===== src/logic/mm_pkg.sv =====
// constants, element types and memory channel structs
// dma state encoding for the matrix-multiply subsystem
`default_nettype none

package mm_pkg;

    // matrix geometry
    localparam int SA_N   = 4;
    localparam int ELEM_W = 8;
    localparam int ACC_W  = 32;

    // memory bus, one row of A or B per beat
    localparam int BUS_W  = 32;
    localparam int ADDR_W = 32;
    localparam int ID_W   = 1;
    localparam int LEN_W  = 8;

    // row index within a matrix and element index within C
    localparam int IDX_W     = $clog2(SA_N);
    localparam int RES_IDX_W = $clog2(SA_N * SA_N);

    localparam logic [ID_W-1:0]  ID_A       = ID_W'(0);
    localparam logic [ID_W-1:0]  ID_B       = ID_W'(1);
    // burst length minus one
    localparam logic [LEN_W-1:0] RD_LEN     = LEN_W'(SA_N - 1);
    localparam logic [LEN_W-1:0] WR_LEN     = LEN_W'(SA_N * SA_N - 1);
    localparam logic [1:0]       BURST_INCR = 2'd1;
    localparam logic [2:0]       SIZE_4B    = 3'd2;

    typedef logic signed [ELEM_W-1:0] elem_t;
    typedef logic signed [ACC_W-1:0]  acc_t;
    // element k sits in byte k of the bus word
    typedef logic [SA_N-1:0][ELEM_W-1:0] row_t;
    typedef elem_t [SA_N-1:0] elem_vec_t;
    // indexed [row][col]
    typedef acc_t [SA_N-1:0][SA_N-1:0] acc_grid_t;

    typedef struct packed {
        logic              valid;
        logic [ID_W-1:0]   id;
        logic [ADDR_W-1:0] addr;
        logic [LEN_W-1:0]  len;
        logic [2:0]        size;
        logic [1:0]        burst;
    } ar_chan_t;

    typedef struct packed {
        logic             valid;
        logic [ID_W-1:0]  id;
        logic [BUS_W-1:0] data;
        logic             last;
    } r_chan_t;

    typedef struct packed {
        logic              valid;
        logic [ADDR_W-1:0] addr;
        logic [LEN_W-1:0]  len;
        logic [2:0]        size;
        logic [1:0]        burst;
    } aw_chan_t;

    typedef struct packed {
        logic               valid;
        logic [BUS_W-1:0]   data;
        logic [BUS_W/8-1:0] strb;
        logic               last;
    } w_chan_t;

    typedef struct packed {
        logic       valid;
        logic [1:0] resp;
    } b_chan_t;

    typedef enum logic [2:0] {
        IDLE,
        REQ_A,
        REQ_B,
        LOAD,
        WAIT_MM,
        REQ_C,
        WRITE_C,
        RESP
    } dma_state_t;

endpackage

`default_nettype wire

===== src/logic/mm_pe.sv =====
// processing element of the output-stationary array
// multiply-accumulate with operand forwarding right and down
`timescale 1ns/1ps
`default_nettype none

module mm_pe (
    input  logic          clk,
    input  logic          rst_n,
    input  logic          clear_i,
    input  mm_pkg::elem_t a_i,
    input  mm_pkg::elem_t b_i,
    output mm_pkg::elem_t a_o,
    output mm_pkg::elem_t b_o,
    output mm_pkg::acc_t  acc_o
);

    // full-width signed product
    logic signed [2*mm_pkg::ELEM_W-1:0] prod;

    assign prod = a_i * b_i;

    always_ff @(posedge clk) begin
        if (!rst_n) begin
            a_o   <= '0;
            b_o   <= '0;
            acc_o <= '0;
        end else begin
            // forward to the right and lower neighbours
            a_o <= a_i;
            b_o <= b_i;
            // clear wins over the current product
            if (clear_i) begin
                acc_o <= '0;
            end else begin
                acc_o <= acc_o + prod;
            end
        end
    end

endmodule

`default_nettype wire


===== config.mk =====
export PLATFORM = sky130hd
export DESIGN_NAME = mm_pe
export DESIGN_NICKNAME = d
export VERILOG_FILES = /design/src/logic/mm_pkg.sv /design/src/logic/mm_pe.sv
export SDC_FILE = /design/constraint.sdc
export NUM_CORES = 1
export LEC_CHECK = 0
export BUFFER_PORTS_ARGS = -buffer_cell sky130_fd_sc_hd__buf_4
export CAP_MARGIN = 20
export CORE_MARGIN = 2
export CORE_UTILIZATION = 55
export DETAILED_ROUTE_END_ITERATION = 12
export PLACE_DENSITY = 0.8
export SLEW_MARGIN = 15
export SYNTH_ARGS = -nofsm -noshare
export SYNTH_HDL_FRONTEND = slang
export SYNTH_SLANG_ARGS = --single-unit

===== constraint.sdc =====
create_clock -name clk -period 6.11 [get_ports clk]
set_input_delay 0.9165 -clock clk [delete_from_list [all_inputs] [get_ports clk]]
set_output_delay 0.9165 -clock clk [all_outputs]
set_load 0.01 [all_outputs]

[Yosys cells after proc, flatten, opt, wreduce, memory -nomap -nowiden]
Cells that the tools add are included.
Storage, ports and cells
  register bits after elaboration: 48
  input port bits: 19
  output and inout port bits: 48
  logic and storage cells: 7
Cells by class
  add/sub/neg operators: 1
  multipliers: 1
  bitwise logic cells: 1
  reduce and logical (&&, ||, !) cells: 1
Operator list (count)
  $add A32 B16 Y32: 1
  $mul A8 B8 Y16: 1
  $reduce_or A2 Y1: 1
  $not A1 Y1: 1

[Depth between registers and ports, before layout]
  depth in word-level cells: 2
  mapped depth: 20
  gate-level depth less buffers: 19

[Worst setup path after synthesis]
OpenSTA, ideal clock, no wires.
  kind: in2reg
  from: in b_i[0]
  to: reg acc_o[28]
  library setup time: 0.124 ns
  arrival: 6.413 ns
  data required time: 5.986 ns
  path slack: -0.427 ns
  cell stages on the path: 17
  buffers on the path: 1
  cells stage by stage: clkbuf_1 -> and2_1 -> inv_1 -> fa_1 -> inv_1 -> fa_1 -> fa_1 -> fa_1 -> fa_1 -> ha_1 -> o211ai_1 -> a21oi_1 -> o211ai_1 -> a211o_1 -> a211oi_1 -> o21a_1 -> nor3_1
Between the ends
  longest elaborated chain between the ends: 2
Ends and longest elaborated chain
  start, declared: RTL line mm_pe.sv:11  | input mm_pkg::elem_t b_i,
  $mul A8 B8 Y16: RTL line mm_pe.sv:20  | assign prod = a_i * b_i;
  $add A32 B16 Y32: RTL line mm_pe.sv:35  | acc_o <= acc_o + prod;
  end signal, assigned: RTL line mm_pe.sv:35
  end, declared: RTL line mm_pe.sv:14  | output mm_pkg::acc_t acc_o
Every way passes these cells.
A chain may end at the register's enable or synchronous reset.

[Final worst setup path]
  from: in a_i[7]
  to: reg acc_o[29]
Between the ends
  longest elaborated chain between the ends: 2
Ends and longest elaborated chain
  start, declared: RTL line mm_pe.sv:10  | input mm_pkg::elem_t a_i,
  $mul A8 B8 Y16: RTL line mm_pe.sv:20
  $add A32 B16 Y32: RTL line mm_pe.sv:35
Every way passes these cells.

==> results.py <==
metrics = {
    "drt": {
        "remaining_drc_errors": 0,
        "routed_wl_microns": 15160,
        "number_of_drc_violations_after_detailed_routing_iteration_0": 264,
        "route.antenna.remaining_nets": 0,
        "average_detailed_routed_wire_length_per_instance_microns": 17.19,
        "dr_total_vias": 4904,
        "vias_per_cell": 5.560,
        "drtPass1Iterations": 6,
    },
    "grt": {
        "number_of_antenna_violations_at_the_first_check_in_global_routing": 0,
        "track_usage_pct": 25.81,
        "vias_in_the_first_global_route": 5419,
        "pin_count_of_the_biggest_net_entering_global_routing": 25,
        "grt_first_pass_wirelength_microns": 26150,
        "grt_overflow_total": 0,
    },
    "worst_setup_path": {
        "cp-start-kind": "input pin",
        "crit_path_max_fanout": 13,
        "regToRegEndpoint": "acc_o[26]$_SDFF_PP0_",
        "crit_path_start": "a_i[7]",
        "worstPathArrival_ns": 5.90,
        "critPathRequiredTime_ns": 6.31,
        "criticalPathCategory": "in2reg",
        "r2r_cells": 19,
        "critPathCaptureType": "flip-flop",
        "cp-endpoint": "acc_o[29]$_SDFF_PP0_",
        "rr_startpoint": "acc_o[4]$_SDFF_PP0_",
        "r2r_setup_slack_ns": 1.15,
    },
    "cts": {
        "post_cts.repair.setup_buffers": 0,
        "cts-root-to-sink-buffers": 2,
        "cts_resized": 0,
        "clock_tree_from_tritoncts": "yes",
        "ctsHtreeMaxLevel": 2,
        "cts.root.buffer_cell": "clkbuf_16",
        "tritoncts.num_buffers": 5,
        "worstSkewPairLatency_ns": 0.31,
        "worst_setup_hold_path_clk_slew_ns": 0.07,
        "cts_hold_repair.buffers": 0,
        "clock_sink_count": 48,
    },
    "synthesis": {
        "synthesis.area_per_instance_sq_um": 10.23,
        "synth-seq-cells": 48,
        "ys_dominant_reg_cell": "dfxtp_1",
        "synth.largest_area_cell": "fa_1",
        "synth_enable_flop_cells": 0,
        "synth_compound_gate_area_share_pct": 9.339,
        "synth-adder-area-share_pct": 53.40,
        "synth.yosys.warnings": 0,
        "synth_sequential_area_ratio_pct": 14.26,
        "synth.mux.area_fraction_pct": 0.2971,
        "netlist-cell-type-count": 51,
        "synth.area.top_cells": "fa_1 40%, dfxtp_1 14%, ha_1 13%",
        "synthArstFlopShare_pct": 0,
        "post_synth_and_or_nand_nor_area_fraction_pct": 12.61,
        "synthDominantCellAreaShare_pct": 40.40,
        "synth.cell_area_sq_um": 6739,
        "synth.net_count": 884,
        "yosys.area_share.xor_xnor_pct": 3.119,
        "syn_inst": 659,
        "dominant_combinational_cell_family_by_area_after_synthesis": "adder cells",
    },
    "sta": {
        "finalHoldWorstSlack_ns": 0.5808,
        "layout_min_cycle_time_ns": 5.699,
        "grt_setup_unrepaired": "no",
        "clock.fmax_mhz": 175.5,
        "hold_violations": 0,
        "worst-slew-pin-transition_ns": 0.6920,
        "setup-violations-final": 0,
        "post-route-worst-setup-slack_ns": 0.4114,
        "fin_skew_ns": 0.01082,
        "max-slew-margin-rel_pct": 53.77,
        "final_min_period_over_clock_period_pct": 93.27,
        "setup_tns_ns": 0,
        "max_slew_vio_count": 0,
    },
    "job": {
        "maxCapViolCount": 0,
    },
    "status": {
        "run_status": "finished clean",
    },
    "layout": {
        "final-seq-area_sq_um": 960.9,
        "nFillCells": 950,
        "area_growth_pct": 14.13,
        "n_antenna_cell": 0,
        "drive_above_1_share_pct": 14.29,
        "multi_input_area_sq_um": 5309,
        "nNetsFinal": 959,
    },
    "placement": {
        "gp_congestion": 0.9214,
        "dp_slack_ns": 0.08232,
        "hpwlAfterDp_microns": 12260,
        "port_buffers": 66,
    },
    "floorplan": {
        "die_width_microns": 114.7,
        "floorplan.core_area_sq_um": 11960,
        "floorplan.die.height_microns": 114.7,
        "io_pins": 67,
        "initial_core_util_pct": 56.34,
        "die_area_sq_um": 13150,
        "placement_rows": 40,
    },
    "worst_hold_path": {
        "hold_class": "reg2reg",
    },
}
==> how the worst min path moves through the flow <==
stage                     slack [ns]             endpoint           startpoint  depth (start not counted)
after floorplan                 0.62  acc_o[0]$_SDFF_PP0_  acc_o[0]$_SDFF_PP0_                          2
after global placement          0.56  acc_o[0]$_SDFF_PP0_  acc_o[0]$_SDFF_PP0_                          2
after detailed placement        0.57  acc_o[0]$_SDFF_PP0_  acc_o[0]$_SDFF_PP0_                          2
after CTS                       0.59  acc_o[0]$_SDFF_PP0_  acc_o[0]$_SDFF_PP0_                          2
after global routing            0.62  acc_o[0]$_SDFF_PP0_  acc_o[0]$_SDFF_PP0_                          2
final                           0.58  acc_o[0]$_SDFF_PP0_  acc_o[0]$_SDFF_PP0_                          2
==> per-stage QoR <==
step,utilization (%),instance area [sq um],cells
finish,64.30,7691,882
global route,64.30,7691,882
CTS,64.24,7684,881
detailed placement,62.87,7520,873
global placement,62.74,7505,872
floorplan,-,6740,659
==> layer usage <==
| metal | track usage [%] | vias up | routed length, microns |
|---|---|---|---|
| met5 | 0 | - | 0 |
| met4 | 9.960 | 0 | 422 |
| met3 | 3.970 | 39 | 701 |
| met2 | 46.51 | 180 | 8046 |
| met1 | 31.12 | 2437 | 5992 |
| li1 | - | 2248 | - |
==> cell usage after synthesis (all sizes together), types with 6 or more instances <==
library cell,count
clkbuf,14
ha,70
a21oi,33
dfxtp,48
o21ai,15
xor2,10
nor2,34
xnor2,14
and2,54
nand2,41
nor3,6
a21o,13
fa,136
nand2b,7
inv,101
==> worst max-delay path: stages <==
cell,delay (ns)
buf_4,0.14
nand2_1,0.16
fa_1,0.65
fa_1,0.61
inv_1,0.16
buf_12,0.19
fa_1,0.45
fa_1,0.45
ha_1,0.29
ha_1,0.37
a21oi_1,0.21
o21ai_0,0.16
a2111oi_0,0.39
o21ai_0,0.17
a41oi_1,0.31
xor2_1,0.21
nor2_1,0.06
==> final cells by class <==
class,count,area share [%]
sequential,48,12.49
clock buffer,6,1.676
clock inverter,2,0.4555
multi-input combinational,491,69.03
timing repair buffer,86,8.980
inverter,102,4.978
tap,147,2.391
==> kinds of logic (layout without fill, tap and decap cells) <==
group	after synthesis	after routing
and+or+nand+nor	163	163
adders and majority gates	206	206
xor gates and xnor gates	24	24
DFF	48	48
AOI/OAI and AO/OA	96	96
muxes	2	2
buffers and inverters	120	196
==> flip-flops by register name, indices dropped and copies added, names as in the netlist <==
name,count
acc_o,32
a_o,8
b_o,8
==> cell usage in the layout, fill, tap and decap left out, drive strengths merged, types with 3 or more instances in the layout <==
cell	n
a211o	3
nand2	41
nand2b	7
nor3	6
nand4	5
and2	54
a31oi	5
xor2	10
o21a	4
xnor2	14
nand3	5
o211ai	5
dfxtp	48
a21oi	33
a21o	13
buf	86
inv	101
o21bai	4
fa	136
nor2	34
ha	70
clkbuf	6
a211oi	3
o21ai	15
Power is not shown: default switching activity piles up to over one toggle a cycle in this logic, so the estimate is an artifact.
