<file path="config.mk">
export PLATFORM = sky130hd
export DESIGN_NAME = mm_drain
export DESIGN_NICKNAME = d
export VERILOG_FILES = /design/src/logic/mm_pkg.sv /design/src/logic/mm_drain.sv
export SDC_FILE = /design/constraint.sdc
export NUM_CORES = 1
export LEC_CHECK = 0
export BUFFER_PORTS_ARGS = -buffer_cell sky130_fd_sc_hd__buf_2
export CELL_PAD_IN_SITES_DETAIL_PLACEMENT = 1
export CELL_PAD_IN_SITES_GLOBAL_PLACEMENT = 1
export CORE_ASPECT_RATIO = 0.6
export CORE_MARGIN = 5
export CORE_UTILIZATION = 40
export CTS_CLUSTER_SIZE = 28
export DETAILED_ROUTE_END_ITERATION = 7
export GPL_ROUTABILITY_DRIVEN = 0
export PLACE_DENSITY_LB_ADDON = 0.2
export SYNTH_ARGS = -nofsm -noshare
export SYNTH_HDL_FRONTEND = slang
export SYNTH_SLANG_ARGS = --single-unit
</file>
<file path="constraint.sdc">
create_clock -name clk -period 11.7 [get_ports clk]
set_input_delay 1.17 -clock clk [delete_from_list [all_inputs] [get_ports clk]]
set_output_delay 1.17 -clock clk [all_outputs]
set_load 0.02 [all_outputs]
</file>
<file path="src/logic/mm_pkg.sv">
// constants, element types and memory channel structs
// dma state encoding for the matrix-multiply subsystem
`default_nettype none

package mm_pkg;

    // matrix geometry
    localparam int SA_N   = 4;
    localparam int ELEM_W = 8;
    localparam int ACC_W  = 32;

    // memory bus, one row of A or B per beat
    localparam int BUS_W  = 32;
    localparam int ADDR_W = 32;
    localparam int ID_W   = 1;
    localparam int LEN_W  = 8;

    // row index within a matrix and element index within C
    localparam int IDX_W     = $clog2(SA_N);
    localparam int RES_IDX_W = $clog2(SA_N * SA_N);

    localparam logic [ID_W-1:0]  ID_A       = ID_W'(0);
    localparam logic [ID_W-1:0]  ID_B       = ID_W'(1);
    // burst length minus one
    localparam logic [LEN_W-1:0] RD_LEN     = LEN_W'(SA_N - 1);
    localparam logic [LEN_W-1:0] WR_LEN     = LEN_W'(SA_N * SA_N - 1);
    localparam logic [1:0]       BURST_INCR = 2'd1;
    localparam logic [2:0]       SIZE_4B    = 3'd2;

    typedef logic signed [ELEM_W-1:0] elem_t;
    typedef logic signed [ACC_W-1:0]  acc_t;
    // element k sits in byte k of the bus word
    typedef logic [SA_N-1:0][ELEM_W-1:0] row_t;
    typedef elem_t [SA_N-1:0] elem_vec_t;
    // indexed [row][col]
    typedef acc_t [SA_N-1:0][SA_N-1:0] acc_grid_t;

    typedef struct packed {
        logic              valid;
        logic [ID_W-1:0]   id;
        logic [ADDR_W-1:0] addr;
        logic [LEN_W-1:0]  len;
        logic [2:0]        size;
        logic [1:0]        burst;
    } ar_chan_t;

    typedef struct packed {
        logic             valid;
        logic [ID_W-1:0]  id;
        logic [BUS_W-1:0] data;
        logic             last;
    } r_chan_t;

    typedef struct packed {
        logic              valid;
        logic [ADDR_W-1:0] addr;
        logic [LEN_W-1:0]  len;
        logic [2:0]        size;
        logic [1:0]        burst;
    } aw_chan_t;

    typedef struct packed {
        logic               valid;
        logic [BUS_W-1:0]   data;
        logic [BUS_W/8-1:0] strb;
        logic               last;
    } w_chan_t;

    typedef struct packed {
        logic       valid;
        logic [1:0] resp;
    } b_chan_t;

    typedef enum logic [2:0] {
        IDLE,
        REQ_A,
        REQ_B,
        LOAD,
        WAIT_MM,
        REQ_C,
        WRITE_C,
        RESP
    } dma_state_t;

endpackage

`default_nettype wire
</file>
<file path="src/logic/mm_drain.sv">
// result collector for the array
// clears the grid at start, captures C at the end, serves it by index
`timescale 1ns/1ps
`default_nettype none

module mm_drain (
    input  logic                         clk,
    input  logic                         rst_n,
    input  logic                         start_i,
    input  logic                         last_step_i,
    input  mm_pkg::acc_grid_t            acc_i,
    output logic                         clear_o,
    output logic                         mm_done_o,
    input  logic [mm_pkg::RES_IDX_W-1:0] res_idx_i,
    output mm_pkg::acc_t                 res_data_o
);

    // feeder register then pe register
    logic [1:0]   last_q;
    // row-major copy of C
    mm_pkg::acc_t cap_q [mm_pkg::SA_N * mm_pkg::SA_N];

    // zero accumulators in the same cycle as mm_start
    assign clear_o = start_i;

    always_ff @(posedge clk) begin
        if (!rst_n) begin
            last_q    <= '0;
            mm_done_o <= 1'b0;
        end else begin
            last_q    <= {last_q[0], last_step_i};
            mm_done_o <= last_q[1];
        end
    end

    // accumulators hold their final sums while last_q[1] is high
    always_ff @(posedge clk) begin
        if (last_q[1]) begin
            for (int i = 0; i < mm_pkg::SA_N; i++) begin
                for (int j = 0; j < mm_pkg::SA_N; j++) begin
                    cap_q[i*mm_pkg::SA_N+j] <= acc_i[i][j];
                end
            end
        end
    end

    // stays valid while a new run clears the grid
    assign res_data_o = cap_q[res_idx_i];

endmodule

`default_nettype wire

</file>
Word-level counts from Yosys, hierarchy flattened
Memory sizes are Yosys's and may differ from the RTL's. Cells that the tools add are included.

Multiplexer cells: 2.

Operator list (number): $mux 1 (2).

Flip-flop bits (word level): 3. RAM bits: 512. Input bits: 520. Output and inout bits: 34. Word-level logic and storage cells: 5. Memories kept: 1.

Memory list: cap_q (words 16, width 32, read ports 1, clocked after Yosys merged registers in 0, wr ports 16, line mm_drain.sv:21) `mm_pkg::acc_t cap_q [mm_pkg::SA_N * mm_pkg::SA_N];`.

Longest topological paths before layout
Word-level depth: 2. Gate-level depth with buffers: 5. Gate-level depth less buffers: 3.

Worst setup path before layout
No wires, ideal clock.

Kind: reg-to-reg. From: reg last_q[1]. To: reg mm_done_o. Library setup time: 128 ps. Data arrival time: 12324 ps. Data required time: 11572 ps. Slack: -751 ps. Cell stages (with the launch flop): 2. Buffers on the path: 0. Clock period less this slack: 12451 ps. Cells stage by stage: dfxtp_1 and2_1.

RTL lines: start: declaration (line mm_drain.sv:19) `logic [1:0] last_q;`; start signal: assignment (line mm_drain.sv:31) `last_q <= {last_q[0], last_step_i};`; end signal: assignment (line mm_drain.sv:32) `mm_done_o <= last_q[1];`; end: declaration (line mm_drain.sv:13) `output logic mm_done_o,`.

No word-level cell between the ends.

Final worst setup path
From: in res_idx_i[0] (netlist name). To: out res_data_o[22].

Cells in the longest elaborated chain, start to end: 1.

RTL lines: start: declaration (line mm_drain.sv:14) `input logic [mm_pkg::RES_IDX_W-1:0] res_idx_i,`; $mem_v2 16x32; end: declaration (line mm_drain.sv:15) `output mm_pkg::acc_t res_data_o`.

Every way passes these cells.

==> impl_metrics.json <==
{
  "status": "finished clean",
  "grt_pass1_wl_um": 77800,
  "hp-class": "register to register",
  "syn_inst": 790,
  "wl_um": 54000,
  "synth_top_area_share_pct": 80.2,
  "drive_gt1_share_pct": 54.1,
  "stdcell_count": 2067,
  "cp.arrival_ns": 3.68,
  "path_cells": "buf_8 > buf_4 > mux4_2 > a22oi_1 > nand2_1 > buf_2",
  "min_period_ns": 4.85,
  "syn_area_per_cell_um2": 24.3,
  "synth_compound_area_share_pct": 2.51,
  "dp_cells": 1949,
  "io_buffers": 551,
  "power_density_nw_per_um2": 160,
  "synth_area_um2": 19200,
  "synth_top_family_by_area": "multiplexers",
  "path_class": "input port to primary output",
  "grt_max_degree": 158,
  "synth_xor_area_share_pct": 0,
  "rows": 62,
  "clkTransAtPathRegs_ns": 0.06,
  "r2r_slack_ns": 8.52,
  "synth_mux_area_share_pct": 15.0,
  "synth_most_common_cell": "edfxtp_1",
  "core_um2": 47600,
  "cp-end-kind": "primary output",
  "synth_nets": 1310,
  "clock_power_share_pct": 38.4,
  "nFillCells": 4476,
  "antenna_found_initial": 40,
  "synthTopCellsByCount": "512 x edfxtp_1, 128 x mux4_2, 64 x a22oi_1, 32 x nand2_1, 17 x clkbuf_1",
  "synth_adder_area_share_pct": 0,
  "numCtsBuffers": 49,
  "areaGrowthSynthToFinish_pct": 26.2,
  "wl_per_cell_um": 26.1,
  "synth_seq_cells": 515,
  "synth-edff-count": 512,
  "dp_hpwl_um": 37800,
  "ir_drop_mv": 0.108,
  "grt_overflow": 0,
  "dieArea_um2": 52600,
  "maxCapViolations": 0,
  "synth_cell_types": 12,
  "h-tree-depth": 2,
  "cp_slowest_cell": "buf_4",
  "dpl_cell_area_um2": 22700,
  "synth_top_area_cell": "edfxtp_1",
  "root_buffer": "clkbuf_16",
  "post-cts-setup-buffer-count": 0,
  "p_comb_share_pct": 7.2,
  "max-slew-margin-rel_pct": 25.8,
  "clock.fmax_mhz": 206,
  "cp.depth": 6,
  "first_pass_iters": 5,
  "ant_nets": 0,
  "final_nets": 1880,
  "hold_violations": 0,
  "slowest_delay_ns": 0.77,
  "yosys_warnings": 0,
  "clock-skew-final_ns": 0.0189,
  "slew_violations": 0,
  "clk_path_buf_depth": 3,
  "via_count": 10500,
  "switchingPower_mw": 0.829,
  "start_kind": "input port",
  "p_leak_nw": 8.80,
  "min_period_over_period_pct": 41.4,
  "worst_path_dominant_cell_family": "buffers and inverters",
  "ys_seq_area_share_pct": 80.5,
  "grtUsageTotal_pct": 19.9,
  "synthArstFlopShare_pct": 0,
  "avgViaCountPerCell": 5.09,
  "place_ws_ns": 6.75,
  "cp_max_fo": 61,
  "r2r_cells": 2,
  "fin_hold_ws_ns": 0.452,
  "cp.required_ns": 10.53,
  "r2r_start": "last_q[1]$_SDFF_PN0_",
  "ios": 554,
  "yosys_most_used_dff": "edfxtp_1",
  "p_sw_share_pct": 21.4,
  "worst_pin_slew_ns": 1.11,
  "cts_tree": "done",
  "post-route-drc-count": 0,
  "die_w_um": 293,
  "rr_endpoint": "cap_q[8][31]$_DFFE_PP_",
  "min_path_cells": 1,
  "synthSimpleGateAreaFrac_pct": 0.842,
  "start_util_pct": 40.3,
  "setup_violations": 0,
  "ctsHoldBuffers": 0,
  "cts-resized-gates": 0,
  "setup_ws_ns": 6.85,
  "startpoint": "res_idx_i[0]",
  "clk_latency_ns": 0.56,
  "clock_sinks": 515,
  "synthTopCellsByArea": "edfxtp_1 80%, mux4_2 15%, a22oi_1 2.5%, nand2_1 0.63%, buf_4 0.39%",
  "intPower_mw": 3.05,
  "final_area_um2": 24200,
  "drt_iter0_markers": 723,
  "cp_num_buf_inv": 3,
  "cp-endpoint": "res_data_o[22]",
  "setup_tns_ns": 0,
  "p_seq_share_pct": 54.4,
  "rsz0062_at_grt": "false",
  "grt_pass1_vias": 11900,
  "die_h_um": 180
}
[sequential cells by signal, summed over array words and instances (netlist names)]
register / cells
cap_q: 512
last_q: 2
mm_done_o: 1
[routing by layer]
| metal | track usage, % | wire length (um) |
|---|---|---|
| met3 | 5.98 | 4210 |
| met1 | 24.3 | 20300 |
| met5 | 0 | 186 |
| met4 | 6.22 | 1170 |
| met2 | 34.5 | 28200 |
[area by class of cell]
class | count | area, um^2 | share of cell area (%)
sequential | 515 | 15400 | 63.8
clock buffer | 66 | 1330 | 5.51
tap | 640 | 801 | 3.31
antenna | 27 | 67.6 | 0.279
timing repair buffer | 563 | 2880 | 11.9
clock inverter | 25 | 140 | 0.579
multi-input combinational | 231 | 3550 | 14.7
[logic make-up after synthesis]
group	Yosys count
buffers and inverters	44
muxes	128
DFF	515
AOI/OAI and AO/OA	64
and+or+nand+nor	39
[layout by cell type (no fill, tap or decap)]
| cell type | synthesis | layout |
|---|---|---|
| buf_12 | 0 | 1 |
| buf_2 | 8 | 549 |
| buf_6 | 0 | 1 |
| and2_2 | 0 | 1 |
| mux4_2 | 128 | 128 |
| edfxtp_1 | 512 | 512 |
| nor2_4 | 0 | 1 |
| a22oi_1 | 64 | 64 |
| buf_8 | 0 | 1 |
| clkinv_2 | 0 | 8 |
| clkbuf_16 | 0 | 51 |
| diode_2 | 0 | 27 |
| dfxtp_1 | 3 | 2 |
| nor2b_4 | 0 | 2 |
| nand2_1 | 32 | 32 |
| bufinv_16 | 0 | 1 |
| inv_6 | 0 | 2 |
| buf_4 | 10 | 11 |
| clkbuf_1 | 17 | 15 |
| dfxtp_4 | 0 | 1 |
| clkinv_1 | 0 | 14 |
| and2_1 | 4 | 3 |
[stage by stage]
stage | util (%) | power [mW]
2_1_floorplan | - | 2.29
6_report | 50.8 | 3.88
5_1_grt | 50.8 | 4.04
3_3_place_gp | 47.6 | 2.42
4_1_cts | 50.7 | 3.93
3_5_place_dp | 47.6 | 2.43
[worst min path at each step]
stage	from	end	slack, ns
after floorplan	last_q[0]$_SDFF_PN0_	last_q[1]$_SDFF_PN0_	0.41
after global placement	last_q[0]$_SDFF_PN0_	last_q[1]$_SDFF_PN0_	0.42
after detailed placement	last_q[0]$_SDFF_PN0_	last_q[1]$_SDFF_PN0_	0.44
after CTS	last_q[0]$_SDFF_PN0_	last_q[1]$_SDFF_PN0_	0.46
after global routing	last_q[0]$_SDFF_PN0_	last_q[1]$_SDFF_PN0_	0.47
final	last_q[0]$_SDFF_PN0_	last_q[1]$_SDFF_PN0_	0.45
[worst register-to-register path: cells and delay by family (launching register included)]
family | cells | cell delay [ns]
buf+inv | 2 | 1.84
flops | 1 | 0.89
[power groups by stage]
stage	registers [mW]	clock network (mW)	logic, mW
finish	2.11	1.49	0.278
floorplan	2.17	0	0.121
CTS	2.11	1.53	0.283
detailed placement	2.15	0	0.282
global placement	2.15	0	0.276
global route	2.11	1.63	0.300
No activity file was read; power rests on OpenSTA's default activity.
