<file path="src/logic/mm_pkg.sv">
// constants, element types and memory channel structs
// dma state encoding for the matrix-multiply subsystem
`default_nettype none

package mm_pkg;

    // matrix geometry
    localparam int SA_N   = 4;
    localparam int ELEM_W = 8;
    localparam int ACC_W  = 32;

    // memory bus, one row of A or B per beat
    localparam int BUS_W  = 32;
    localparam int ADDR_W = 32;
    localparam int ID_W   = 1;
    localparam int LEN_W  = 8;

    // row index within a matrix and element index within C
    localparam int IDX_W     = $clog2(SA_N);
    localparam int RES_IDX_W = $clog2(SA_N * SA_N);

    localparam logic [ID_W-1:0]  ID_A       = ID_W'(0);
    localparam logic [ID_W-1:0]  ID_B       = ID_W'(1);
    // burst length minus one
    localparam logic [LEN_W-1:0] RD_LEN     = LEN_W'(SA_N - 1);
    localparam logic [LEN_W-1:0] WR_LEN     = LEN_W'(SA_N * SA_N - 1);
    localparam logic [1:0]       BURST_INCR = 2'd1;
    localparam logic [2:0]       SIZE_4B    = 3'd2;

    typedef logic signed [ELEM_W-1:0] elem_t;
    typedef logic signed [ACC_W-1:0]  acc_t;
    // element k sits in byte k of the bus word
    typedef logic [SA_N-1:0][ELEM_W-1:0] row_t;
    typedef elem_t [SA_N-1:0] elem_vec_t;
    // indexed [row][col]
    typedef acc_t [SA_N-1:0][SA_N-1:0] acc_grid_t;

    typedef struct packed {
        logic              valid;
        logic [ID_W-1:0]   id;
        logic [ADDR_W-1:0] addr;
        logic [LEN_W-1:0]  len;
        logic [2:0]        size;
        logic [1:0]        burst;
    } ar_chan_t;

    typedef struct packed {
        logic             valid;
        logic [ID_W-1:0]  id;
        logic [BUS_W-1:0] data;
        logic             last;
    } r_chan_t;

    typedef struct packed {
        logic              valid;
        logic [ADDR_W-1:0] addr;
        logic [LEN_W-1:0]  len;
        logic [2:0]        size;
        logic [1:0]        burst;
    } aw_chan_t;

    typedef struct packed {
        logic               valid;
        logic [BUS_W-1:0]   data;
        logic [BUS_W/8-1:0] strb;
        logic               last;
    } w_chan_t;

    typedef struct packed {
        logic       valid;
        logic [1:0] resp;
    } b_chan_t;

    typedef enum logic [2:0] {
        IDLE,
        REQ_A,
        REQ_B,
        LOAD,
        WAIT_MM,
        REQ_C,
        WRITE_C,
        RESP
    } dma_state_t;

endpackage

`default_nettype wire
</file>
<file path="src/logic/mm_feeder.sv">
// operand store for the rows of A and B
// feeds the array edges with diagonal skew and flags the last step
`timescale 1ns/1ps
`default_nettype none

module mm_feeder (
    input  logic                     clk,
    input  logic                     rst_n,
    input  logic                     row_we_i,
    input  logic                     row_sel_b_i,
    input  logic [mm_pkg::IDX_W-1:0] row_idx_i,
    input  mm_pkg::row_t             row_data_i,
    input  logic                     start_i,
    // one element per grid row
    output mm_pkg::elem_vec_t        a_o,
    // one element per grid column
    output mm_pkg::elem_vec_t        b_o,
    output logic                     last_step_o
);

    // skew makes the run last 3n-2 steps
    localparam int STEP_N = 3 * mm_pkg::SA_N - 2;
    localparam int STEP_W = $clog2(STEP_N);

    mm_pkg::row_t a_rows [mm_pkg::SA_N];
    mm_pkg::row_t b_rows [mm_pkg::SA_N];

    logic              run_q;
    logic [STEP_W-1:0] step_q;
    mm_pkg::elem_vec_t a_nxt, b_nxt;

    always_ff @(posedge clk) begin
        if (row_we_i) begin
            if (row_sel_b_i) begin
                b_rows[row_idx_i] <= row_data_i;
            end else begin
                a_rows[row_idx_i] <= row_data_i;
            end
        end
    end

    assign last_step_o = run_q && (step_q == STEP_W'(STEP_N - 1));

    // row i gets A[i][t-i], column i gets B[t-i][i], zero off the band
    always_comb begin
        for (int i = 0; i < mm_pkg::SA_N; i++) begin
            a_nxt[i] = '0;
            b_nxt[i] = '0;
            if (run_q && (step_q >= i) && (step_q < i + mm_pkg::SA_N)) begin
                a_nxt[i] = a_rows[i][step_q - i];
                b_nxt[i] = b_rows[step_q - i][i];
            end
        end
    end

    always_ff @(posedge clk) begin
        if (!rst_n) begin
            run_q  <= 1'b0;
            step_q <= '0;
            a_o    <= '0;
            b_o    <= '0;
        end else begin
            // zeros between runs keep the accumulators still
            a_o <= a_nxt;
            b_o <= b_nxt;
            if (start_i) begin
                run_q  <= 1'b1;
                step_q <= '0;
            end else if (last_step_o) begin
                run_q <= 1'b0;
            end else if (run_q) begin
                step_q <= step_q + 1'b1;
            end
        end
    end

endmodule

`default_nettype wire

</file>
<file path="config.mk">
export PLATFORM = sky130hd
export DESIGN_NAME = mm_feeder
export DESIGN_NICKNAME = d
export VERILOG_FILES = /design/src/logic/mm_pkg.sv /design/src/logic/mm_feeder.sv
export SDC_FILE = /design/constraint.sdc
export NUM_CORES = 1
export LEC_CHECK = 0
export CAP_MARGIN = 0
export CORE_ASPECT_RATIO = 0.6
export CORE_MARGIN = 2
export CORE_UTILIZATION = 25
export DETAILED_ROUTE_END_ITERATION = 8
export DONT_BUFFER_PORTS = 1
export PLACE_DENSITY = 0.45
export SKIP_CTS_REPAIR_TIMING = 1
export SYNTH_ARGS = -nofsm -noshare
export SYNTH_HDL_FRONTEND = slang
export SYNTH_SLANG_ARGS = --single-unit
</file>
<file path="constraint.sdc">
create_clock -name clk -period 5.8 [get_ports clk]
set_input_delay 0.58 -clock clk [delete_from_list [all_inputs] [get_ports clk]]
set_output_delay 0.58 -clock clk [all_outputs]
set_load 0.01 [all_outputs]
</file>
# [Word-level counts from Yosys, hierarchy flattened]
# Memories as Yosys holds them, arrays and structs flattened. A register that Yosys moved wholly into a read port is not among the register bits.
# Index checks and enable logic that the tools add are counted.
[word_totals] output_inout_bits=65 regBits=37 mem_bits_rw=256 in_bits=39 memories=2
[classes] muxes=16 order_cmp=11 n_reduce_logical=19 add_sub_neg=4 n_eq_ne=1 n_bitwise=2
[mem_list] memory="a_rows" depth=4 width=32 read_ports=4 rd_ports_with_merged_regs=0 wr=1 line="mm_feeder.sv:25" rtl="mm_pkg::row_t a_rows [mm_pkg::SA_N];"
[mem_list] memory="b_rows" depth=4 width=32 read_ports=4 rd_ports_with_merged_regs=4 wr=1 line="mm_feeder.sv:26" rtl="mm_pkg::row_t b_rows [mm_pkg::SA_N];"
[ops] op="32-bit by 3-bit < comparator with 1-bit output, second input constant" count=3
[ops] op="8-bit binary-select mux with 2-bit select" count=4
[ops] op="8-bit two-way mux" count=4
[ops] op="4-bit by 3-bit < comparator with 1-bit output, second input constant" count=5
[ops] op="2-bit AND reduction" count=5
[ops] op="4-bit by 2-bit subtractor with 5-bit output, second input constant" count=2
[ops] op="4-bit by 2-bit greater-or-equal comparator with 1-bit output, second input constant" count=2
[ops] op="1-bit logical AND" count=8
[ops] op="1-bit two-way mux" count=8
[ops] op="4-bit by 1-bit subtractor with 5-bit output, second input constant" count=1
[ops] op="4-bit by 1-bit adder with 4-bit output, second input constant" count=1
[ops] op="4-bit equality test, second input constant" count=1
[ops] op="4-bit by 1-bit greater-or-equal comparator with 1-bit output, second input constant" count=1
[ops] op="1-bit zero test" count=4
[ops] op="1-bit NOT" count=2
[ops] op="2-bit nonzero test" count=1
[ops] op="2-bit OR reduction" count=1

# [Longest topological paths before layout]
[logic_depth] ltp_word=5 depth_mapped=9

# [Worst setup path before layout]
# OpenSTA, ideal clock, no wires.
[synth_timing] kind="input-to-reg" start="input row_sel_b_i" end="memory a_rows[0][0] (netlist name), enable pin" slack_ns=2.373 required_ns=5.339 path_buffers=0 cell_stages=2 arrival_ns=2.966 setup_time_ns=0.461 path_cell_list="nand2b_1 > nor3_1"
[synth_between] elab_chain_len=3
[synth_rtl] item="start, declared" line="mm_feeder.sv:10" rtl="input logic row_sel_b_i,"
[synth_rtl] item="1-bit two-way mux" line="mm_feeder.sv:34" rtl="if (row_sel_b_i) begin"
[synth_rtl] item="1-bit two-way mux" line="mm_feeder.sv:33" rtl="if (row_we_i) begin"
[synth_rtl] item="1-bit two-way mux (implied by the code)" line="mm_feeder.sv:37" rtl="a_rows[row_idx_i] <= row_data_i;"
[synth_rtl] item="end, declared" line="mm_feeder.sv:25"
# No other way between the ends.

# [Worst setup path in the final report]
[layout_timing] start="register step_q[0]" end="output last_step_o"
[layout_between] elab_chain_len=2
[layout_rtl] item="start, declared" line="mm_feeder.sv:29" rtl="logic [STEP_W-1:0] step_q;"
[layout_rtl] item="start signal, assigned" line="mm_feeder.sv:72" rtl="step_q <= step_q + 1'b1;"
[layout_rtl] item="4-bit equality test" line="mm_feeder.sv:42" rtl="assign last_step_o = run_q && (step_q == STEP_W'(STEP_N - 1));"
[layout_rtl] item="1-bit logical AND" line="mm_feeder.sv:42"
[layout_rtl] item="end, declared" line="mm_feeder.sv:18" rtl="output logic last_step_o"
# No other way between the ends.

==> impl_metrics.json <==
{
  "setup_viol": 0,
  "fin_nets": 582,
  "dominantRegCellSynth": "edfxtp_1",
  "rsz0062_at_grt": "false",
  "yosysMostFrequentCell": "edfxtp_1",
  "io_buffer_count": 0,
  "synth_seq_area_share_pct": 79.8,
  "insertion_delay_ns": 0.57,
  "h-tree-depth": 1,
  "powerDensity_nw_per_um2": 368,
  "dpl.hpwl_microns": 16400,
  "ys_ff_latch": 325,
  "status": "finished, final reports clean",
  "syn_nets": 565,
  "avgSynthCellArea_sq_um": 21.7,
  "crit_fanout": 38,
  "coreArea_sq_um": 44800,
  "rows": 60,
  "first_pass_iters": 5,
  "areaGrowthSynthToFinish_pct": 16.0,
  "post_synth_instance_area_sq_um": 11400,
  "synth_edf_count": 256,
  "place_ws_ns": 2.34,
  "ioPinCount": 104,
  "p_leak_nw": 4.09,
  "fp.dieW_microns": 279,
  "cts_root_buf": "clkbuf_16",
  "die_y_microns": 169,
  "tns_ns": 0,
  "synth.top_cells.by_count": "edfxtp_1 (256), dfxtp_1 (69), mux4_2 (64), nor2b_1 (39), and3_1 (16)",
  "routedWlPerCell_microns": 22.8,
  "yosysTopAreaCell": "edfxtp_1",
  "final_layout_size_suffix_gt1_share_pct": 25.2,
  "initial_core_util_pct": 25.4,
  "slew_viol_final": 0,
  "cts_buffers": 30,
  "clkSinkCount": 325,
  "maxSlewHeadroom_pct": 25.2,
  "endpoint_kind": "output port",
  "antenna_found_initial": 1,
  "cts_tree": "done",
  "vdd_drop_max_mv": 0.183,
  "wl_microns": 26300,
  "hold_viol_final": 0,
  "final_area_sq_um": 13200,
  "netlist.area_leader.share_pct": 67.7,
  "hold_path.class": "in2reg",
  "syn_inst": 523,
  "vias": 4863,
  "ys_async_sr_fraction_pct": 0,
  "yosys_warnings": 0,
  "cap_violations": 0,
  "instances_no_fill": 1155,
  "synthTopCellsByArea": "edfxtp_1 (68%), mux4_2 (13%), dfxtp_1 (12%)",
  "criticalPathCategory": "reg2out",
  "fp.dieArea_sq_um": 47200,
  "globalRouteTotalUtil_pct": 11.2,
  "grt_max_degree": 39,
  "clock.fmax_mhz": 280,
  "worst_slew_pin_slew_ns": 1.12,
  "drc": 0,
  "drt_iter0_drc": 357,
  "dp_cells": 1097,
  "finalPower_mw": 4.86,
  "grt.overflow.total": 0,
  "period_minus_slack_ns": 3.57,
  "cts.path.max_buffers": 3,
  "period_share_pct": 61.5,
  "required_ns": 5.22,
  "clk_pin_slew_ns": 0.07,
  "finClkSkew_ns": 0.0231,
  "routabilityCongestion": 0.743,
  "grt_pass1_wl_microns": 37700,
  "setup_ws_ns": 2.23,
  "ant_nets": 0,
  "drt-vias-per-instance": 4.21,
  "synth_cell_types": 28,
  "cp_data_arrival_time_ns": 2.99,
  "start_kind": "register",
  "placed_cell_area_sq_um": 12100,
  "grt_pass1_vias": 5264
}
per-layer routing:
metal / share of wire [%] / GRT usage, % / vias to the layer above
li1: - / - / 2108
met3: 6.4 / 3.17 / 28
met5: 0 / 0 / -
met4: 1.5 / 1.89 / 0
met2: 47 / 18.0 / 119
met1: 45 / 15.3 / 2608
per-stage QoR:
stage	hold WS (ns)	utilization [%]
floorplan	0.557	-
detailed placement	0.589	27.0
global route	0.0672	29.4
CTS	0.0755	29.4
global placement	0.576	27.0
finish	0.104	29.4
flip-flops by register name, summed over array words and instances (netlist names):
| register | count |
|---|---|
| run_q | 1 |
| b_o | 32 |
| b_rows | 128 |
| a_rows | 128 |
| step_q | 4 |
| a_o | 32 |
power breakdown:
part | internal, mW | switching (mW) | total (mW)
sequential | 2.58 | 0.0261 | 2.61
clock | 1.27 | 0.863 | 2.14
combinational | 0.0580 | 0.0570 | 0.115
total | 3.91 | 0.947 | 4.86
final timing paths:
path	start	slack, ns	to	cells past startpoint
min reg2reg	run_q$_SDFFE_PN0P_	0.60	step_q[1]$_SDFFE_PP0P_	2
max reg2reg	step_q[1]$_SDFFE_PP0P_	2.56	b_o[12]$_SDFF_PN0_	5
min	row_data_i[5]	0.10	b_rows[0][5]$_DFFE_PP_	0
max	step_q[0]$_SDFFE_PP0P_	2.23	last_step_o	4
area by class of cell:
| class | instances | area, sq um |
|---|---|---|
| diodes | 2 | 5.00 |
| clock buffers | 44 | 917 |
| clock inverters | 12 | 165 |
| fillers | 4281 | 31600 |
| inverters | 4 | 15.0 |
| multi-input cells | 170 | 2200 |
| flip-flops and latches | 325 | 9070 |
| well taps | 589 | 737 |
| repair buffers | 9 | 67.6 |
placed cells by master, fill, tap and decap left out, drive strengths merged, types with 3 or more instances in the layout:
cell type | netlist | routed
a21oi | 3 | 3
and3 | 16 | 16
buf | 13 | 9
bufinv | 0 | 4
clkbuf | 11 | 44
clkinv | 0 | 6
dfxtp | 69 | 69
edfxtp | 256 | 256
ha | 3 | 3
inv | 4 | 4
mux4 | 64 | 64
nand2 | 4 | 4
nand2b | 4 | 4
nand3 | 4 | 4
nor2 | 9 | 9
nor2b | 49 | 49
nor3 | 3 | 3
cells by family after synthesis:
group / synth area share (%)
flops: 79.8
simple gates: 5.05
mux: 12.7
buf+inv: 1.30
compound gates: 0.595
xor+xnor: 0.231
fa+ha+maj: 0.330
critical path: stages, from the launching register on:
cell and delay, ns:
dfxtp_4 0.80, buf_4 0.73, ha_1 0.33, nand3b_1 0.20, nor2_1 0.35
Note: power is estimated with default switching activity, not from simulation.
