==> config.mk <==
export PLATFORM = sky130hd
export DESIGN_NAME = dma_engine
export DESIGN_NICKNAME = d
export VERILOG_FILES = /design/src/logic/mm_pkg.sv /design/src/logic/dma_engine.sv
export SDC_FILE = /design/constraint.sdc
export NUM_CORES = 1
export LEC_CHECK = 0
export ABC_AREA = 1
export BUFFER_PORTS_ARGS = -buffer_cell sky130_fd_sc_hd__buf_2
export CELL_PAD_IN_SITES_DETAIL_PLACEMENT = 1
export CELL_PAD_IN_SITES_GLOBAL_PLACEMENT = 2
export CORE_MARGIN = 2
export CORE_UTILIZATION = 20
export DETAILED_ROUTE_END_ITERATION = 8
export HOLD_SLACK_MARGIN = 0.08
export PLACE_DENSITY_LB_ADDON = 0.3
export SYNTH_ARGS = -nofsm -noshare
export SYNTH_HDL_FRONTEND = slang
export SYNTH_SLANG_ARGS = --single-unit
==> constraint.sdc <==
create_clock -name clk -period 2.9 [get_ports clk]
set_input_delay 0.145 -clock clk [delete_from_list [all_inputs] [get_ports clk]]
set_output_delay 0.145 -clock clk [all_outputs]
set_load 0.02 [all_outputs]
==> src/logic/mm_pkg.sv <==
// constants, element types and memory channel structs
// dma state encoding for the matrix-multiply subsystem
`default_nettype none

package mm_pkg;

    // matrix geometry
    localparam int SA_N   = 4;
    localparam int ELEM_W = 8;
    localparam int ACC_W  = 32;

    // memory bus, one row of A or B per beat
    localparam int BUS_W  = 32;
    localparam int ADDR_W = 32;
    localparam int ID_W   = 1;
    localparam int LEN_W  = 8;

    // row index within a matrix and element index within C
    localparam int IDX_W     = $clog2(SA_N);
    localparam int RES_IDX_W = $clog2(SA_N * SA_N);

    localparam logic [ID_W-1:0]  ID_A       = ID_W'(0);
    localparam logic [ID_W-1:0]  ID_B       = ID_W'(1);
    // burst length minus one
    localparam logic [LEN_W-1:0] RD_LEN     = LEN_W'(SA_N - 1);
    localparam logic [LEN_W-1:0] WR_LEN     = LEN_W'(SA_N * SA_N - 1);
    localparam logic [1:0]       BURST_INCR = 2'd1;
    localparam logic [2:0]       SIZE_4B    = 3'd2;

    typedef logic signed [ELEM_W-1:0] elem_t;
    typedef logic signed [ACC_W-1:0]  acc_t;
    // element k sits in byte k of the bus word
    typedef logic [SA_N-1:0][ELEM_W-1:0] row_t;
    typedef elem_t [SA_N-1:0] elem_vec_t;
    // indexed [row][col]
    typedef acc_t [SA_N-1:0][SA_N-1:0] acc_grid_t;

    typedef struct packed {
        logic              valid;
        logic [ID_W-1:0]   id;
        logic [ADDR_W-1:0] addr;
        logic [LEN_W-1:0]  len;
        logic [2:0]        size;
        logic [1:0]        burst;
    } ar_chan_t;

    typedef struct packed {
        logic             valid;
        logic [ID_W-1:0]  id;
        logic [BUS_W-1:0] data;
        logic             last;
    } r_chan_t;

    typedef struct packed {
        logic              valid;
        logic [ADDR_W-1:0] addr;
        logic [LEN_W-1:0]  len;
        logic [2:0]        size;
        logic [1:0]        burst;
    } aw_chan_t;

    typedef struct packed {
        logic               valid;
        logic [BUS_W-1:0]   data;
        logic [BUS_W/8-1:0] strb;
        logic               last;
    } w_chan_t;

    typedef struct packed {
        logic       valid;
        logic [1:0] resp;
    } b_chan_t;

    typedef enum logic [2:0] {
        IDLE,
        REQ_A,
        REQ_B,
        LOAD,
        WAIT_MM,
        REQ_C,
        WRITE_C,
        RESP
    } dma_state_t;

endpackage

`default_nettype wire
==> src/logic/dma_engine.sv <==
// dma engine for the matrix-multiply subsystem
// reads A and B as two id-tagged bursts, starts the array, writes C back
`timescale 1ns/1ps
`default_nettype none

module dma_engine (
    input  logic                               clk,
    input  logic                               rst_n,
    input  logic [mm_pkg::ADDR_W-1:0]          mat_a_addr_i,
    input  logic [mm_pkg::ADDR_W-1:0]          mat_b_addr_i,
    input  logic [mm_pkg::ADDR_W-1:0]          mat_c_addr_i,
    input  logic                               start_i,
    output logic                               done_o,
    // memory side
    output mm_pkg::ar_chan_t                   ar_o,
    input  logic                               ar_ready_i,
    input  mm_pkg::r_chan_t                    r_i,
    output logic                               r_ready_o,
    output mm_pkg::aw_chan_t                   aw_o,
    input  logic                               aw_ready_i,
    output mm_pkg::w_chan_t                    w_o,
    input  logic                               w_ready_i,
    input  mm_pkg::b_chan_t                    b_i,
    output logic                               b_ready_o,
    // operand store
    output logic                               row_we_o,
    output logic                               row_sel_b_o,
    output logic [mm_pkg::IDX_W-1:0]           row_idx_o,
    output mm_pkg::row_t                       row_data_o,
    // array control and result readback
    output logic                               mm_start_o,
    input  logic                               mm_done_i,
    output logic [mm_pkg::RES_IDX_W-1:0]       res_idx_o,
    input  mm_pkg::acc_t                       res_data_i
);

    mm_pkg::dma_state_t state_q, state_d;

    // addresses latched when a run is accepted
    logic [mm_pkg::ADDR_W-1:0] addr_a_q, addr_b_q, addr_c_q;

    // per-id beat counters and burst-finished flags
    logic [mm_pkg::IDX_W-1:0] cnt_a_q, cnt_b_q;
    logic                     done_a_q, done_b_q;
    logic                     beat_a, beat_b;
    logic                     fin_a, fin_b;

    // C element being written
    logic [mm_pkg::RES_IDX_W-1:0] wr_idx_q;

    logic accept;
    logic load_end;
    logic w_fire;

    // start only counts in IDLE
    assign accept = (state_q == mm_pkg::IDLE) && start_i;

    // read data channel, open for the whole load phase
    assign r_ready_o = (state_q == mm_pkg::LOAD);
    assign beat_a    = r_ready_o && r_i.valid && (r_i.id == mm_pkg::ID_A);
    assign beat_b    = r_ready_o && r_i.valid && (r_i.id == mm_pkg::ID_B);
    // a burst counts as finished on its last beat already
    assign fin_a     = done_a_q || (beat_a && r_i.last);
    assign fin_b     = done_b_q || (beat_b && r_i.last);
    assign load_end  = (state_q == mm_pkg::LOAD) && fin_a && fin_b;

    // each read beat is one row, routed by id
    assign row_we_o    = beat_a || beat_b;
    assign row_sel_b_o = beat_b;
    assign row_idx_o   = beat_b ? cnt_b_q : cnt_a_q;
    assign row_data_o  = r_i.data;

    // read requests, A first then B
    always_comb begin
        ar_o       = '0;
        ar_o.valid = (state_q == mm_pkg::REQ_A) || (state_q == mm_pkg::REQ_B);
        ar_o.id    = (state_q == mm_pkg::REQ_B) ? mm_pkg::ID_B : mm_pkg::ID_A;
        ar_o.addr  = (state_q == mm_pkg::REQ_B) ? addr_b_q : addr_a_q;
        ar_o.len   = mm_pkg::RD_LEN;
        ar_o.size  = mm_pkg::SIZE_4B;
        ar_o.burst = mm_pkg::BURST_INCR;
    end

    // single write burst for all of C
    always_comb begin
        aw_o       = '0;
        aw_o.valid = (state_q == mm_pkg::REQ_C);
        aw_o.addr  = addr_c_q;
        aw_o.len   = mm_pkg::WR_LEN;
        aw_o.size  = mm_pkg::SIZE_4B;
        aw_o.burst = mm_pkg::BURST_INCR;
    end

    // write data straight from the drain, row-major
    assign res_idx_o = wr_idx_q;
    always_comb begin
        w_o       = '0;
        w_o.valid = (state_q == mm_pkg::WRITE_C);
        w_o.data  = res_data_i;
        w_o.strb  = '1;
        w_o.last  = (wr_idx_q == mm_pkg::RES_IDX_W'(mm_pkg::SA_N * mm_pkg::SA_N - 1));
    end
    assign w_fire = w_o.valid && w_ready_i;

    // response is taken but not checked
    assign b_ready_o = (state_q == mm_pkg::RESP);

    always_comb begin
        state_d = state_q;
        case (state_q)
            mm_pkg::IDLE:    if (start_i) state_d = mm_pkg::REQ_A;
            mm_pkg::REQ_A:   if (ar_ready_i) state_d = mm_pkg::REQ_B;
            mm_pkg::REQ_B:   if (ar_ready_i) state_d = mm_pkg::LOAD;
            mm_pkg::LOAD:    if (fin_a && fin_b) state_d = mm_pkg::WAIT_MM;
            mm_pkg::WAIT_MM: if (mm_done_i) state_d = mm_pkg::REQ_C;
            mm_pkg::REQ_C:   if (aw_ready_i) state_d = mm_pkg::WRITE_C;
            mm_pkg::WRITE_C: if (w_fire && w_o.last) state_d = mm_pkg::RESP;
            mm_pkg::RESP:    if (b_i.valid) state_d = mm_pkg::IDLE;
            default:         state_d = mm_pkg::IDLE;
        endcase
    end

    always_ff @(posedge clk) begin
        if (!rst_n) begin
            state_q    <= mm_pkg::IDLE;
            cnt_a_q    <= '0;
            cnt_b_q    <= '0;
            done_a_q   <= 1'b0;
            done_b_q   <= 1'b0;
            wr_idx_q   <= '0;
            mm_start_o <= 1'b0;
            done_o     <= 1'b0;
        end else begin
            state_q    <= state_d;
            // one cycle after the eighth row write
            mm_start_o <= load_end;
            // one cycle after the response handshake
            done_o     <= (state_q == mm_pkg::RESP) && b_i.valid;
            if (accept) begin
                cnt_a_q  <= '0;
                cnt_b_q  <= '0;
                done_a_q <= 1'b0;
                done_b_q <= 1'b0;
                wr_idx_q <= '0;
            end
            if (beat_a) begin
                cnt_a_q <= cnt_a_q + 1'b1;
                if (r_i.last) begin
                    done_a_q <= 1'b1;
                end
            end
            if (beat_b) begin
                cnt_b_q <= cnt_b_q + 1'b1;
                if (r_i.last) begin
                    done_b_q <= 1'b1;
                end
            end
            // advance only when the beat is taken
            if (w_fire) begin
                wr_idx_q <= wr_idx_q + 1'b1;
            end
        end
    end

    // request addresses
    always_ff @(posedge clk) begin
        if (accept) begin
            addr_a_q <= mat_a_addr_i;
            addr_b_q <= mat_b_addr_i;
            addr_c_q <= mat_c_addr_i;
        end
    end

endmodule

`default_nettype wire

### Word level (Yosys, flattened, before mapping)

Index checks and enable logic that the tools add are counted.
Widths: inputs -> output; s select.

| word-level totals | value |
|---|---|
| flip-flop bits (word level) | 111 |
| input port bits | 173 |
| output and inout bits | 175 |
| logic and storage cells | 75 |

| cells by class | value |
|---|---|
| $add $sub $neg | 3 |
| equal/unequal tests | 16 |
| multiplexer cells | 23 |
| bitwise logic cells | 1 |
| reduce and logical (&&, ||, !) cells | 21 |

Operator list:

| kind | number |
|---|---|
| $mux 32 | 1 |
| $mux 3 | 8 |
| $pmux 3 s8 | 1 |
| $eq 3x3->1 const B | 4 |
| $logic_and 1x1->1 | 12 |
| $ne 2x2->1 const B | 5 |
| $mux 2 | 4 |
| $mux 4 | 2 |
| $reduce_and 8->1 | 1 |
| $mux 1 | 7 |
| $eq 3x2->1 const B | 2 |
| $ne 2x1->1 const B | 3 |
| $reduce_bool 2->1 | 3 |
| $add 2x1->2 const B | 2 |
| $add 4x1->4 const B | 1 |
| $eq 4x4->1 const B | 1 |
| $logic_or 1x1->1 | 4 |
| $eq 3x1->1 const B | 1 |
| $logic_not 3->1 | 1 |
| $not 1->1 | 1 |

### Depth between registers and ports, before layout

| depth | value |
|---|---|
| depth after elaboration | 8 |
| gate-level depth with buffers | 10 |
| mapped depth without buffers | 10 |

### Least setup slack after synthesis

OpenSTA, ideal clock, no wires.

| timing path | value |
|---|---|
| path kind | register -> register |
| start | register state_q[0] |
| end | register cnt_b_q[0] (netlist name) |
| library setup time | 131 ps |
| arrival time | 3080 ps |
| required time | 2769 ps |
| path slack | -310 ps |
| cell stages (with the launch flop) | 8 |
| path buffers | 1 |
| cell sequence | dfxtp_1 > buf_4 > nor2_1 > nand3_1 > inv_1 > nor2_1 > nand2_1 > a21oi_2 |

| between the ends | value |
|---|---|
| elaborated cells between the ends (all ways) | 7 |
| those cells by class | 1 x eq/ne; 1 x mux; 5 x reduce/logical |

RTL lines:

| what | line | RTL |
|---|---|---|
| from (decl) | dma_engine.sv:37 | `mm_pkg::dma_state_t state_q, state_d;` |
| from (signal assigned) | dma_engine.sv:125 | `state_q <= mm_pkg::IDLE;` |
| from (signal assigned) | dma_engine.sv:134 | `state_q <= state_d;` |
| $logic_not 3->1 | dma_engine.sv:56 | `assign accept = (state_q == mm_pkg::IDLE) && start_i;` |
| $logic_and 1x1->1 | dma_engine.sv:56 |  |
| via accept | dma_engine.sv:51 | `logic accept;` |
| $reduce_bool 2->1 (no source line) | n/a |  |
| to (signal assigned) | dma_engine.sv:153 | `cnt_b_q <= cnt_b_q + 1'b1;` |
| to (decl) | dma_engine.sv:43 | `logic [mm_pkg::IDX_W-1:0] cnt_a_q, cnt_b_q;` |

The timed path passes the listed nets, and every way through them passes these cells.
A chain may end at the register's enable or synchronous reset.

### Final worst setup path

| timing path | value |
|---|---|
| start | register state_q[2] |
| end | register addr_b_q[25] (netlist name) (enable) |

| between the ends | value |
|---|---|
| longest elaborated chain between the ends | 2 |

RTL lines:

| what | line | RTL |
|---|---|---|
| $logic_not 3->1 | dma_engine.sv:56 |  |
| $logic_and 1x1->1 | dma_engine.sv:56 |  |
| via accept | dma_engine.sv:51 |  |
| to (signal assigned) | dma_engine.sv:169 | `addr_b_q <= mat_b_addr_i;` |
| to (decl) | dma_engine.sv:40 | `logic [mm_pkg::ADDR_W-1:0] addr_a_q, addr_b_q, addr_c_q;` |

The timed path passes the listed nets, and every way through them passes these cells.

==> impl_metrics.env <==
export IMPL_rows=56
export IMPL_final_period_utilization_pct=79.1
export IMPL_syn_area_per_cell_um2=11.4
export IMPL_grtUsageTotal_pct=10.7
export IMPL_synth_seq_cells=111
export IMPL_post_cts_buffers=0
export IMPL_core_um2=23500
export IMPL_die_w_um=159
export IMPL_hold_violations=0
export IMPL_cts_tree="built"
export IMPL_max_freq_mhz=436
export IMPL_cts_sinks=111
export IMPL_drc_errors=0
export IMPL_yosys_area_share_adder_pct=0.260
export IMPL_max_cap_viol_count=0
export IMPL_grt_pass1_vias=3938
export IMPL_muxShareOfSynthArea_pct=0
export IMPL_cp_start_kind="register"
export IMPL_route_vias_total=3604
export IMPL_rsz0062_at_grt="no"
export IMPL_synth_seq_area_share_pct=66.0
export IMPL_slew_viol_final=0
export IMPL_placed_cells=858
export IMPL_first_pass_iters=5
export IMPL_ant_nets=0
export IMPL_ys_warn_count=0
export IMPL_wl_um=13800
export IMPL_synthTopCellsByArea="edfxtp_1, buf_4, nand2_1"
export IMPL_drt_iter0_drc=79
export IMPL_critPathMaxFanout=28
export IMPL_synth_cell_types=26
export IMPL_port_buffers=187
export IMPL_stdcell_count=972
export IMPL_p_leak_nw=2.99
export IMPL_synth_top_family_by_area="buffers and inverters"
export IMPL_setup_slack_ns=0.606
export IMPL_cp_required_ns=2.96
export IMPL_finalSetupTns_ns=0
export IMPL_grt_max_degree=34
export IMPL_num_antenna_cells=0
export IMPL_area_growth_pct=42.5
export IMPL_setup_viol=0
export IMPL_start_util_pct=20.5
export IMPL_synth_top_area_share_pct=59.8
export IMPL_worstReg2RegStart="state_q[2]"
export IMPL_h_tree_depth=3
export IMPL_grt_pass1_wl_um=21400
export IMPL_io_pins=348
export IMPL_drive_above_1_share_pct=33.4
export IMPL_hp_start="r_i[0]"
export IMPL_fin_util_pct=29.2
export IMPL_power_density_nw_per_um2=753
export IMPL_status="complete, no violations"
export IMPL_skew_ns=0.00906
export IMPL_grt_overflow=0
export IMPL_hold_path_class="input pin to register"
export IMPL_syn_inst=422
export IMPL_netlist_area_um2=4820
export IMPL_tightest_slew_ns=0.724
export IMPL_gp_congestion=0.751
export IMPL_dp_worst_setup_slack_ns=0.556
export IMPL_hpwl_um=9940
export IMPL_layout_min_cycle_time_ns=2.29
export IMPL_synth_simple_area_share_pct=14.3
export IMPL_clk_latency_ns=0.35
export IMPL_cts_path_max_buffers=2
export IMPL_dieHeight_um=159
export IMPL_worstSetupStartpoint="state_q[2]"
export IMPL_via_per_inst=3.71
export IMPL_relSlewSlack_pct=51.7
export IMPL_cp_end_kind="register"
export IMPL_path_class="register to register"
export IMPL_clkTransAtPathRegs_ns=0.08
export IMPL_crit_arrival_ns=2.36
export IMPL_cts_root_buf="clkbuf_16"
export IMPL_p_total_mw=5.18
export IMPL_cts_buffers=9
export IMPL_routedWlPerCell_um=14.2
export IMPL_synth_compound_area_share_pct=1.79
export IMPL_vdd_drop_max_uv=246
export IMPL_nNetsFinal=822
export IMPL_synth_xor_area_share_pct=0.545
export IMPL_synth_top_area_cell="edfxtp_1"
export IMPL_die_area_um2=25400
export IMPL_antenna_found_initial=0
-- cells in the mapped netlist (all sizes together) --
cell type  number
a21oi          13
nor2           16
nand3           6
inv            20
conb            2
nor3            4
o21ai           2
xor2            3
or2             1
o21a            1
nand3b          1
ha              1
buf            96
nor4            1
clkbuf          6
nand2         134
dfxtp          15
nand4           4
edfxtp         96
-- sequential cells by signal, indices dropped and copies added, names as in the netlist --
register,count
state_q,3
cnt_a_q,2
done_b_q,1
done_o,1
addr_b_q,32
addr_a_q,32
res_idx_o,4
cnt_b_q,2
mm_start_o,1
addr_c_q,32
done_a_q,1
-- cell usage in the layout (no fill, tap or decap) --
cell	n
o21a_1	1
nand2_1	133
inv_2	4
clkbuf_16	9
buf_12	2
ha_1	1
nor4_1	1
nor2_4	1
or2_1	1
nand3b_1	1
nand3_1	6
clkinvlp_4	2
nor3_1	1
nand2_2	1
a21oi_1	12
edfxtp_1	96
buf_4	2
nor2_1	15
a21oi_2	1
inv_6	2
o21ai_0	2
inv_8	2
clkinv_8	2
nand4_1	4
conb_1	30
nor3_4	2
dfxtp_1	15
nor3_2	1
buf_2	187
xor2_1	3
inv_1	15
dlygate4sd3_1	98
-- final timing paths --
check | endpoint | slack [ns] | cells after the start
max | addr_b_q[25] | 0.61 | 4
max reg2reg | addr_b_q[25] | 0.61 | 4
min | done_b_q | 0.12 | 3
min reg2reg | done_b_q | 0.48 | 2
-- per-stage QoR --
step,area [µm²],hold WS (ns)
after floorplan,4930,0.244
after detailed placement,5590,0.290
after CTS,6870,0.105
after global routing,6870,0.131
after global placement,5590,0.290
final,6870,0.121
-- routing by layer --
layer / vias up / wire, µm / GRT usage (%)
met2: 166 / 7230 / 19.5
li1: 1707 / - / -
met5: - / 0 / 0
met4: 0 / 313 / 4.26
met3: 30 / 1100 / 3.67
met1: 1701 / 5140 / 11.3
-- worst max-delay path, cell delays in order (launching register included) --
cell        delay, ns
dfxtp_1          0.53
inv_2            0.14
nand3_1          0.25
clkinvlp_4       0.58
buf_4            0.48
-- where the power goes --
part | switching [mW] | total, mW | internal (mW)
registers | 0.0969 | 2.23 | 2.13
logic | 1.15 | 1.68 | 0.523
clock network | 0.653 | 1.27 | 0.618
total | 1.90 | 5.18 | 3.27
-- cell type report --
cell class	instances	area (µm²)
Sequential cell	111	3180
Tap cell	319	399
Clock inverter	7	80.1
Fill cell	2716	16700
Timing Repair Buffer	289	1970
Multi-Input combinational cell	217	933
Clock buffer	9	225
Inverter	20	78.8
-- timing repair --
item,in CTS,in global routing
hold buffers,98,0
gates resized for setup,0,0
endpoints found under the hold margin,100,0
-- cell families after synthesis --
| logic type | Yosys count |
|---|---|
| AO/OA/AOI/OAI | 16 |
| XOR/XNOR | 3 |
| adder cells (fa/ha/maj) | 1 |
| buffers and inverters | 122 |
| flip-flops | 111 |
| other | 2 |
| AND/OR/NAND/NOR | 167 |
No activity file was read; power rests on OpenSTA's default activity.
